## src/design/asic_pkg.sv

```systemverilog
package asic_pkg;

    ////////////////////
    // Shared types

    typedef logic [9:0]  hcount_t;
    typedef logic [8:0]  vcount_t;
    typedef logic [7:0]  byte_t;
    typedef logic [15:0] cpu_addr_t;
    typedef logic [4:0]  page_t;
    typedef logic [18:0] ram_addr_t;

    // VMPR bits 6:5
    typedef enum logic [1:0] {
        MODE_1 = 2'd0,
        MODE_2 = 2'd1,
        MODE_3 = 2'd2,
        MODE_4 = 2'd3
    } screen_mode_t;

    ////////////////////
    // Horizontal timing, in pixel clocks

    localparam hcount_t H_ACTIVE = 10'd512;
    localparam hcount_t R_BORDER = 10'd64;
    localparam hcount_t H_FPORCH = 10'd16;
    localparam hcount_t H_SYNC   = 10'd64;
    localparam hcount_t H_BPORCH = 10'd64;
    localparam hcount_t L_BORDER = 10'd48;

    localparam hcount_t H_TOTAL = H_ACTIVE + R_BORDER + H_FPORCH + H_SYNC + H_BPORCH + L_BORDER;

    // Line sync sits right after the right border
    localparam hcount_t H_SYNC_START = R_BORDER + H_FPORCH;
    localparam hcount_t H_SYNC_END   = H_SYNC_START + H_SYNC;

    // Fetch window opens here, interrupt window closes here
    localparam hcount_t H_FETCH_START = 10'd256;

    ////////////////////
    // Vertical timing, in scanlines

    localparam vcount_t V_ACTIVE = 9'd192;
    localparam vcount_t B_BORDER = 9'd48;
    localparam vcount_t V_FPORCH = 9'd4;
    localparam vcount_t V_SYNC   = 9'd4;
    localparam vcount_t V_BPORCH = 9'd16;
    localparam vcount_t T_BORDER = 9'd48;

    localparam vcount_t V_TOTAL = V_ACTIVE + B_BORDER + V_FPORCH + V_SYNC + V_BPORCH + T_BORDER;

    localparam vcount_t V_SYNC_START = V_ACTIVE + B_BORDER + V_FPORCH;
    localparam vcount_t V_SYNC_END   = V_SYNC_START + V_SYNC;

    ////////////////////
    // I/O ports, low address byte

    localparam byte_t PORT_BORDER  = 8'd254;
    localparam byte_t PORT_VMPR    = 8'd252;
    localparam byte_t PORT_HMPR    = 8'd251;
    localparam byte_t PORT_LMPR    = 8'd250;
    localparam byte_t PORT_LINEINT = 8'd249;   // status on read

    // Any value past the last active line disables the line interrupt
    localparam byte_t LINEINT_OFF = 8'hFF;

    ////////////////////
    // Memory map

    localparam cpu_addr_t SECTION_A_END   = 16'h4000;
    localparam cpu_addr_t SECTION_D_START = 16'hC000;
    localparam cpu_addr_t EXT_MEM_START   = 16'h8000;

    // Contention, 16-clock slots
    localparam logic [3:0] CONT_SLOT_LEN   = 4'd10;
    localparam logic [5:0] MODE1_CONT_COLS = 6'd40;

endpackage

```

## src/design/asic_top.sv

```systemverilog
module asic_top
    import asic_pkg::*;
(
    input  logic      clk,
    input  logic      rst_n,
    // CPU bus
    input  logic      mreq_n,
    input  logic      iorq_n,
    input  logic      rd_n,
    input  logic      wr_n,
    input  cpu_addr_t cpuaddr,
    input  byte_t     data_from_cpu,
    output byte_t     data_to_cpu,
    output logic      data_enable_n,
    output logic      wait_n,
    // Memory
    output ram_addr_t cpuramaddr,
    output logic      ramwr_n,
    output logic      romcs_n,
    output logic      ramcs_n,
    output logic      asic_is_using_ram,
    // Audio and keyboard
    input  logic      ear,
    output logic      mic,
    output logic      beep,
    input  byte_t     keyboard,
    // Video
    output logic      csync,
    output logic      int_n
);

    hcount_t      hc;
    vcount_t      vc;
    byte_t        lineint;
    screen_mode_t screen_mode;
    logic         screen_off;
    page_t        low_page;
    page_t        high_page;
    logic         rom_a_en;
    logic         rom_d_en;
    logic         write_protect_a;
    logic         external_memory;
    logic         vint_n;
    logic         rint_n;
    logic         rom_access;

    raster_timer u_raster_timer (
        .clk   (clk),
        .rst_n (rst_n),
        .hc    (hc),
        .vc    (vc)
    );

    sync_int_gen u_sync_int_gen (
        .hc      (hc),
        .vc      (vc),
        .lineint (lineint),
        .csync   (csync),
        .int_n   (int_n),
        .vint_n  (vint_n),
        .rint_n  (rint_n)
    );

    contention_gen u_contention_gen (
        .hc                (hc),
        .vc                (vc),
        .screen_mode       (screen_mode),
        .screen_off        (screen_off),
        .mreq_n            (mreq_n),
        .iorq_n            (iorq_n),
        .rom_access        (rom_access),
        .wait_n            (wait_n),
        .asic_is_using_ram (asic_is_using_ram)
    );

    io_ports u_io_ports (
        .clk             (clk),
        .rst_n           (rst_n),
        .iorq_n          (iorq_n),
        .rd_n            (rd_n),
        .wr_n            (wr_n),
        .cpuaddr         (cpuaddr),
        .data_from_cpu   (data_from_cpu),
        .ear             (ear),
        .keyboard        (keyboard),
        .vint_n          (vint_n),
        .rint_n          (rint_n),
        .data_to_cpu     (data_to_cpu),
        .data_enable_n   (data_enable_n),
        .mic             (mic),
        .beep            (beep),
        .lineint         (lineint),
        .screen_mode     (screen_mode),
        .screen_off      (screen_off),
        .low_page        (low_page),
        .high_page       (high_page),
        .rom_a_en        (rom_a_en),
        .rom_d_en        (rom_d_en),
        .write_protect_a (write_protect_a),
        .external_memory (external_memory)
    );

    mem_mapper u_mem_mapper (
        .mreq_n          (mreq_n),
        .wr_n            (wr_n),
        .cpuaddr         (cpuaddr),
        .low_page        (low_page),
        .high_page       (high_page),
        .rom_a_en        (rom_a_en),
        .rom_d_en        (rom_d_en),
        .write_protect_a (write_protect_a),
        .external_memory (external_memory),
        .romcs_n         (romcs_n),
        .ramcs_n         (ramcs_n),
        .ramwr_n         (ramwr_n),
        .cpuramaddr      (cpuramaddr),
        .rom_access      (rom_access)
    );

endmodule

```

## src/design/contention_gen.sv

```systemverilog
module contention_gen
    import asic_pkg::*;
(
    input  hcount_t      hc,
    input  vcount_t      vc,
    input  screen_mode_t screen_mode,
    input  logic         screen_off,
    input  logic         mreq_n,
    input  logic         iorq_n,
    input  logic         rom_access,
    output logic         wait_n,
    output logic         asic_is_using_ram
);

    logic [3:0] slot;
    logic       slot_busy;
    logic       slot_edge;
    logic       fetching;
    logic       mem_contention;
    logic       io_contention;

    assign slot = hc[3:0];

    // First ten clocks of each slot belong to the video side
    assign slot_busy = (slot < CONT_SLOT_LEN);

    // Clocks 0, 1, 8 and 9 only
    assign slot_edge = (slot == 4'd0) || (slot == 4'd1) || (slot == 4'd8) || (slot == 4'd9);

    // Pixel fetch, active lines right half
    assign fetching = (vc < V_ACTIVE) && (hc >= H_FETCH_START) && !screen_off;

    ////////////////////
    // Contention windows

    always_comb begin
        io_contention  = 1'b0;
        mem_contention = 1'b0;

        if (screen_off) begin
            io_contention = slot_edge;
        end else begin
            io_contention = slot_busy;
        end

        if (fetching) begin
            mem_contention = slot_busy;
        end else begin
            mem_contention = slot_edge;
        end

        // Mode 1 also steals slots from the left part of each line
        if ((screen_mode == MODE_1) && slot_busy && (hc[9:4] < MODE1_CONT_COLS)) begin
            mem_contention = 1'b1;
        end
    end

    ////////////////////
    // CPU wait line, ROM cycles run free

    always_comb begin
        wait_n = 1'b1;
        if (!rom_access) begin
            if (mem_contention && !mreq_n) begin
                wait_n = 1'b0;
            end else if (io_contention && !iorq_n) begin
                wait_n = 1'b0;
            end
        end
    end

    assign asic_is_using_ram = mem_contention & fetching;

    // No wait state without a bus cycle
    a_wait_needs_cycle: assert property (
        @(hc) (mreq_n && iorq_n) |-> wait_n
    );

endmodule

```

## src/design/io_ports.sv

```systemverilog
module io_ports
    import asic_pkg::*;
(
    input  logic         clk,
    input  logic         rst_n,
    input  logic         iorq_n,
    input  logic         rd_n,
    input  logic         wr_n,
    input  cpu_addr_t    cpuaddr,
    input  byte_t        data_from_cpu,
    input  logic         ear,
    input  byte_t        keyboard,
    input  logic         vint_n,
    input  logic         rint_n,
    output byte_t        data_to_cpu,
    output logic         data_enable_n,
    output logic         mic,
    output logic         beep,
    output byte_t        lineint,
    output screen_mode_t screen_mode,
    output logic         screen_off,
    output page_t        low_page,
    output page_t        high_page,
    output logic         rom_a_en,
    output logic         rom_d_en,
    output logic         write_protect_a,
    output logic         external_memory
);

    byte_t vmpr;
    byte_t hmpr;
    byte_t lmpr;
    byte_t border;
    byte_t port;
    logic  io_write;
    logic  io_read;

    assign port     = cpuaddr[7:0];
    assign io_write = !iorq_n && !wr_n;
    assign io_read  = !iorq_n && !rd_n;

    ////////////////////
    // Register writes

    always_ff @(posedge clk) begin
        if (!rst_n) begin
            vmpr    <= '0;
            hmpr    <= '0;
            lmpr    <= '0;
            border  <= '0;
            lineint <= LINEINT_OFF;
        end else if (io_write) begin
            case (port)
                PORT_BORDER:  border  <= data_from_cpu;
                PORT_VMPR:    vmpr    <= data_from_cpu;
                PORT_HMPR:    hmpr    <= data_from_cpu;
                PORT_LMPR:    lmpr    <= data_from_cpu;
                PORT_LINEINT: lineint <= data_from_cpu;
                default: ;
            endcase
        end
    end

    ////////////////////
    // Control fields

    assign screen_mode = screen_mode_t'(vmpr[6:5]);

    // Border bit 7 blanks the screen in modes 3 and 4 only
    assign screen_off = border[7] && ((screen_mode == MODE_3) || (screen_mode == MODE_4));

    assign low_page        = lmpr[4:0];
    assign rom_a_en        = ~lmpr[5];
    assign rom_d_en        = lmpr[6];
    assign write_protect_a = lmpr[7];

    assign high_page       = hmpr[4:0];
    assign external_memory = hmpr[7];

    assign mic  = border[3];
    assign beep = border[4];

    ////////////////////
    // Read multiplexer

    always_comb begin
        data_enable_n = 1'b1;
        data_to_cpu   = 8'hFF;
        if (io_read) begin
            data_enable_n = 1'b0;
            case (port)
                PORT_BORDER:  data_to_cpu = {screen_off, ear, 1'b0, keyboard[4:0]};
                // Status, interrupt flags active low
                PORT_LINEINT: data_to_cpu = {keyboard[7:5], 1'b1, vint_n, 2'b11, rint_n};
                PORT_VMPR:    data_to_cpu = vmpr;
                PORT_HMPR:    data_to_cpu = hmpr;
                PORT_LMPR:    data_to_cpu = lmpr;
                default: begin
                    // Not ours, leave the bus alone
                    data_enable_n = 1'b1;
                end
            endcase
        end
    end

    // Data bus is driven only during an I/O read
    a_read_only_drive: assert property (
        @(posedge clk) disable iff (!rst_n)
        !data_enable_n |-> (!iorq_n && !rd_n)
    );

endmodule

```

## src/design/mem_mapper.sv

```systemverilog
module mem_mapper
    import asic_pkg::*;
(
    input  logic      mreq_n,
    input  logic      wr_n,
    input  cpu_addr_t cpuaddr,
    input  page_t     low_page,
    input  page_t     high_page,
    input  logic      rom_a_en,
    input  logic      rom_d_en,
    input  logic      write_protect_a,
    input  logic      external_memory,
    output logic      romcs_n,
    output logic      ramcs_n,
    output logic      ramwr_n,
    output ram_addr_t cpuramaddr,
    output logic      rom_access
);

    logic  in_rom_a;
    logic  in_rom_d;
    logic  in_ext;
    page_t page;

    assign in_rom_a = (cpuaddr < SECTION_A_END) && rom_a_en;
    assign in_rom_d = (cpuaddr >= SECTION_D_START) && rom_d_en;

    // Upper 32 KiB handed over to external memory
    assign in_ext = (cpuaddr >= EXT_MEM_START) && external_memory;

    ////////////////////
    // Chip selects

    always_comb begin
        romcs_n = 1'b1;
        ramcs_n = 1'b1;
        if (!mreq_n) begin
            if (in_rom_a || in_rom_d) begin
                romcs_n = 1'b0;
            end else if (!in_ext) begin
                ramcs_n = 1'b0;
            end
        end
    end

    assign rom_access = ~romcs_n;

    ////////////////////
    // Paging, one page per 16K bank

    always_comb begin
        case (cpuaddr[15:14])
            2'd0:    page = low_page;
            2'd1:    page = low_page + 5'd1;
            2'd2:    page = high_page;
            default: page = high_page + 5'd1;
        endcase
    end

    assign cpuramaddr = {page, cpuaddr[13:0]};

    // Section A can be made read only
    always_comb begin
        ramwr_n = ramcs_n | wr_n;
        if ((cpuaddr[15:14] == 2'd0) && write_protect_a) begin
            ramwr_n = 1'b1;
        end
    end

endmodule

```

## src/design/raster_timer.sv

```systemverilog
module raster_timer
    import asic_pkg::*;
(
    input  logic    clk,
    input  logic    rst_n,
    output hcount_t hc,
    output vcount_t vc
);

    logic line_end;
    logic frame_end;

    assign line_end  = (hc == H_TOTAL - 10'd1);
    assign frame_end = (vc == V_TOTAL - 9'd1);

    ////////////////////
    // Pixel and scanline counters

    always_ff @(posedge clk) begin
        if (!rst_n) begin
            hc <= '0;
            vc <= '0;
        end else begin
            if (line_end) begin
                hc <= '0;
                // Next scanline, wrap at the end of the frame
                if (frame_end) begin
                    vc <= '0;
                end else begin
                    vc <= vc + 9'd1;
                end
            end else begin
                hc <= hc + 10'd1;
            end
        end
    end

    // Counters never leave the raster
    a_raster_range: assert property (
        @(posedge clk) disable iff (!rst_n)
        (hc < H_TOTAL) && (vc < V_TOTAL)
    );

endmodule

```

## src/design/sync_int_gen.sv

```systemverilog
module sync_int_gen
    import asic_pkg::*;
(
    input  hcount_t hc,
    input  vcount_t vc,
    input  byte_t   lineint,
    output logic    csync,
    output logic    int_n,
    output logic    vint_n,
    output logic    rint_n
);

    logic in_hsync;
    logic in_vsync;
    logic int_window;
    logic lineint_valid;

    assign in_hsync   = (hc >= H_SYNC_START) && (hc < H_SYNC_END);
    assign in_vsync   = (vc >= V_SYNC_START) && (vc < V_SYNC_END);

    // Interrupts last for the left half of the line
    assign int_window = (hc < H_FETCH_START);

    // Only lines inside the active area can raise a line interrupt
    assign lineint_valid = ({1'b0, lineint} < V_ACTIVE);

    ////////////////////
    // Composite sync

    always_comb begin
        csync = 1'b1;
        if (in_hsync) begin
            csync = 1'b0;
        end
        // Serrated vertical sync
        if (in_vsync) begin
            csync = ~csync;
        end
    end

    ////////////////////
    // Frame and line interrupts

    always_comb begin
        vint_n = 1'b1;
        rint_n = 1'b1;
        if ((vc == V_SYNC_START) && int_window) begin
            vint_n = 1'b0;
        end
        if (lineint_valid && (vc == {1'b0, lineint}) && int_window) begin
            rint_n = 1'b0;
        end
    end

    assign int_n = vint_n & rint_n;

endmodule

```

## config.mk

```make
export PLATFORM = sky130hd
export DESIGN_NAME = asic_top
export DESIGN_NICKNAME = d
export VERILOG_FILES = /design/src/design/asic_pkg.sv /design/src/design/asic_top.sv /design/src/design/contention_gen.sv /design/src/design/io_ports.sv /design/src/design/mem_mapper.sv /design/src/design/raster_timer.sv /design/src/design/sync_int_gen.sv
export SDC_FILE = /design/constraint.sdc
export NUM_CORES = 1
export LEC_CHECK = 0
export ABC_AREA = 1
export BUFFER_PORTS_ARGS = -buffer_cell sky130_fd_sc_hd__buf_2
export CORE_MARGIN = 5
export CORE_UTILIZATION = 59
export CTS_CLUSTER_DIAMETER = 40
export DETAILED_ROUTE_END_ITERATION = 10
export GPL_ROUTABILITY_DRIVEN = 0
export PLACE_DENSITY = 0.9
export REMOVE_ABC_BUFFERS = 1
export SYNTH_ARGS = -nofsm -noshare
export SYNTH_HDL_FRONTEND = slang
export SYNTH_SLANG_ARGS = --single-unit
```

## constraint.sdc

```tcl
create_clock -name clk -period 3.65 [get_ports clk]
set_input_delay 0.73 -clock clk [delete_from_list [all_inputs] [get_ports clk]]
set_output_delay 0.73 -clock clk [all_outputs]
set_load 0.01 [all_outputs]
```

==> out/results.ini <==
[sta]
finalCriticalPeriod_ns=2.89
finalSetupViolCount=0
fmax_mhz=345
rsz0062_at_grt=no
finalHoldViolations=0
worst_pin_slew_ns=0.615
finalCritPeriodShare_pct=79.3
fin_tns_setup_ns=0
slew_headroom_pct=58.9
finalMaxSlewViolations=0
worst_clock_skew_ns=0.00375

[die]
die_w_um=85.0
ios=76
rows=27
dieHeight_um=85.0
start_util_pct=60.6
die-area_um2=7220
core_area_um2=5470

[power]
switching_share_pct=25.6
share_comb_of_total_power_pct=9.5
switchingPower_uw=268
clockPowerShare_pct=33.6
cellPowerDensity_nw_per_um2=287
vdd_drop_max_mv=0.232
internal-power_uw=778
p_seq_share_pct=56.9
power_leakage_uw=0.00160

[worst_setup_path]
critPathCaptureType=output pin
rr_endpoint=u_raster_timer.vc[4]
arrival_ns=2.16
start_kind=input pin
worst-setup-path-type=input pin to output pin
crit_fanout=7
ff2ff_path_depth=8
reg2reg_slack_ns=1.76
timing.rr.start=u_raster_timer.hc[0]
cp.required_ns=2.92

[layout]
nFillCells=494
nNetsFinal=603
postLayoutCellArea_um2=3650
antenna_cells=0
regArea_um2=1080
syn_to_final_growth_pct=9.95
multi_input_area_um2=1810
layout-drive-gt1-share_pct=17.7

[logic_synthesis]
yosys.area_share.adder_pct=1.89
synth_cells=514
synth-seq-cells=54
yosys_warnings=0
async_flop_share_pct=0
yosysUniqueCellTypes=34
synth_top_family_by_area=simple AND/OR/NAND/NOR gates
syn_area_um2=3320
synthXorXnorAreaFrac_pct=2.11
synth_mux_area_share_pct=0
yosys-top-cells-area=dfxtp_1 (33%), nand2_1 (15%), inv_1 (6.4%)
syn_area_per_cell_um2=6.46
synth-compound-area-share_pct=14.3
synth-main-ff-cell=dfxtp_1
synth_edf_count=0
yosysTopAreaCell=dfxtp_1
synth-simple-area-share_pct=36.4
yosysSeqAreaShare_pct=32.6
synth_top_area_share_pct=32.6

[clocking]
insertion_delay_ns=0.30
clkTransAtPathRegs_ns=0.10
numCtsBuffers=5
cts_hold_buf=0
cts.path.max_buffers=2
htree_levels=2
postCtsSetupBuffers=0
cts_tree=yes
cts_resized=0
clock-sinks=54
clockRootBuffer=clkbuf_8

[global_routing]
track_usage_pct=23.8
grt_overflow=0
grt_pass1_vias=3283
grt_max_degree=34
grt_antenna_before_repair=0
grt_pass1_wl_um=14500

[worst_hold_path]
hp-class=flop to flop
worstHoldStart=u_io_ports.hmpr[6]
whs_path_depth=2
min_to=u_io_ports.hmpr[6]

[run_status]
outcome=completed

[routing]
vias=3501
via_per_inst=5.54
post_drt_wl_per_cell_um=13.6
drt_iter0_markers=219
post-route-drc-count=0
drtAntennaViolNets=0
routed_wl_um=8600
drt_first_pass_iters=5

[placement]
placed_area_um2=3550
port_buffers=63
hpwl_um=6630

[job]
maxCapViolCount=0

## synth_stat cells (5+ instances only)
library cell	n
a21oi_1	33
buf_4	15
dfxtp_1	54
ha_1	5
inv_1	57
inv_2	8
nand2_1	137
nand3_1	35
nand4_1	11
nor2_1	56
nor2_4	5
nor3_1	8
o21ai_0	28
o21ai_1	7
o22ai_1	7
## how the worst max path moves through the flow
| stage | from | to | slack (ns) | depth (start not counted) |
|---|---|---|---|---|
| CTS | cpuaddr[4] | data_to_cpu[5] | 0.79 | 10 |
| detailed placement | cpuaddr[4] | data_to_cpu[5] | 0.79 | 10 |
| global placement | cpuaddr[4] | data_to_cpu[5] | 0.83 | 10 |
| floorplan | cpuaddr[4] | data_to_cpu[5] | 1.14 | 8 |
| finish | cpuaddr[15] | cpuramaddr[18] | 0.76 | 10 |
| global route | cpuaddr[5] | data_to_cpu[5] | 0.61 | 10 |
## registers in the layout, summed over array words and instances (netlist names)
| signal | cells |
|---|---|
| u_io_ports.hmpr | 8 |
| u_io_ports.vmpr | 8 |
| u_raster_timer.hc | 10 |
| u_io_ports.lmpr | 8 |
| u_io_ports.lineint | 8 |
| u_io_ports.border | 3 |
| u_raster_timer.vc | 9 |
## placed cells by master, fill, tap and decap left out, drive strengths merged, types with 3 or more instances in the layout
cell type,instances
a21oi,34
a31oi,3
buf,63
clkbuf,6
dfxtp,54
ha,5
inv,65
nand2,141
nand3,39
nand4,11
nor2,65
nor3,9
o211ai,4
o21ai,35
o22ai,7
xnor2,4
xor2,4
## routing by layer
layer  up-vias  wire length [µm]  track usage (%)
met5         -                 0                0
met4         0               394             12.8
met3        39               687             4.66
met2       175              3980             40.0
met1      1545              3540             28.4
li1       1742                 -                -
## worst max-delay path, cell delays in order
cell and delay, ns:
buf_2 0.12, inv_1 0.13, nand2_1 0.17, o21ai_1 0.31, ha_1 0.28, nand3_1 0.09, nand2_1 0.07, nand3_1 0.08
nand2_1 0.06, buf_2 0.12
## cell families (layout without fill, tap and decap cells)
group / after synthesis / in the layout
simple gates: 269 / 269
buf+inv: 91 / 137
compound gates: 87 / 87
flops: 54 / 54
xor+xnor: 8 / 8
fa+ha+maj: 5 / 5
## layout make-up
type                       count  share of cell area, %
inverter                      66                   6.93
multi-input combinational    369                   49.7
tap                           72                   2.47
timing repair buffer          63                   8.64
clock inverter                 2                  0.343
sequential                    54                   29.6
clock buffer                   6                   2.26
## stage by stage
step / hold slack [ns] / total power [µW] / std cells / utilization [%] / worst slack, ns
global route: 0.499 / 1080 / 632 / 66.7 / 0.605
CTS: 0.465 / 1050 / 632 / 66.7 / 0.786
detailed placement: 0.450 / 707 / 624 / 64.9 / 0.794
global placement: 0.447 / 703 / 624 / 64.9 / 0.828
floorplan: 0.430 / 652 / 489 / - / 1.14
finish: 0.465 / 1050 / 632 / 66.7 / 0.755
## power groups by stage
stage | logic [µW] | clock network, µW | registers [µW]
2_1_floorplan | 44.1 | 0 | 608
3_3_place_gp | 94.9 | 0 | 609
3_5_place_dp | 97.6 | 0 | 609
4_1_cts | 98.4 | 356 | 595
5_1_grt | 110 | 377 | 596
6_report | 99.4 | 351 | 595
No activity file was read; power rests on OpenSTA's default activity.
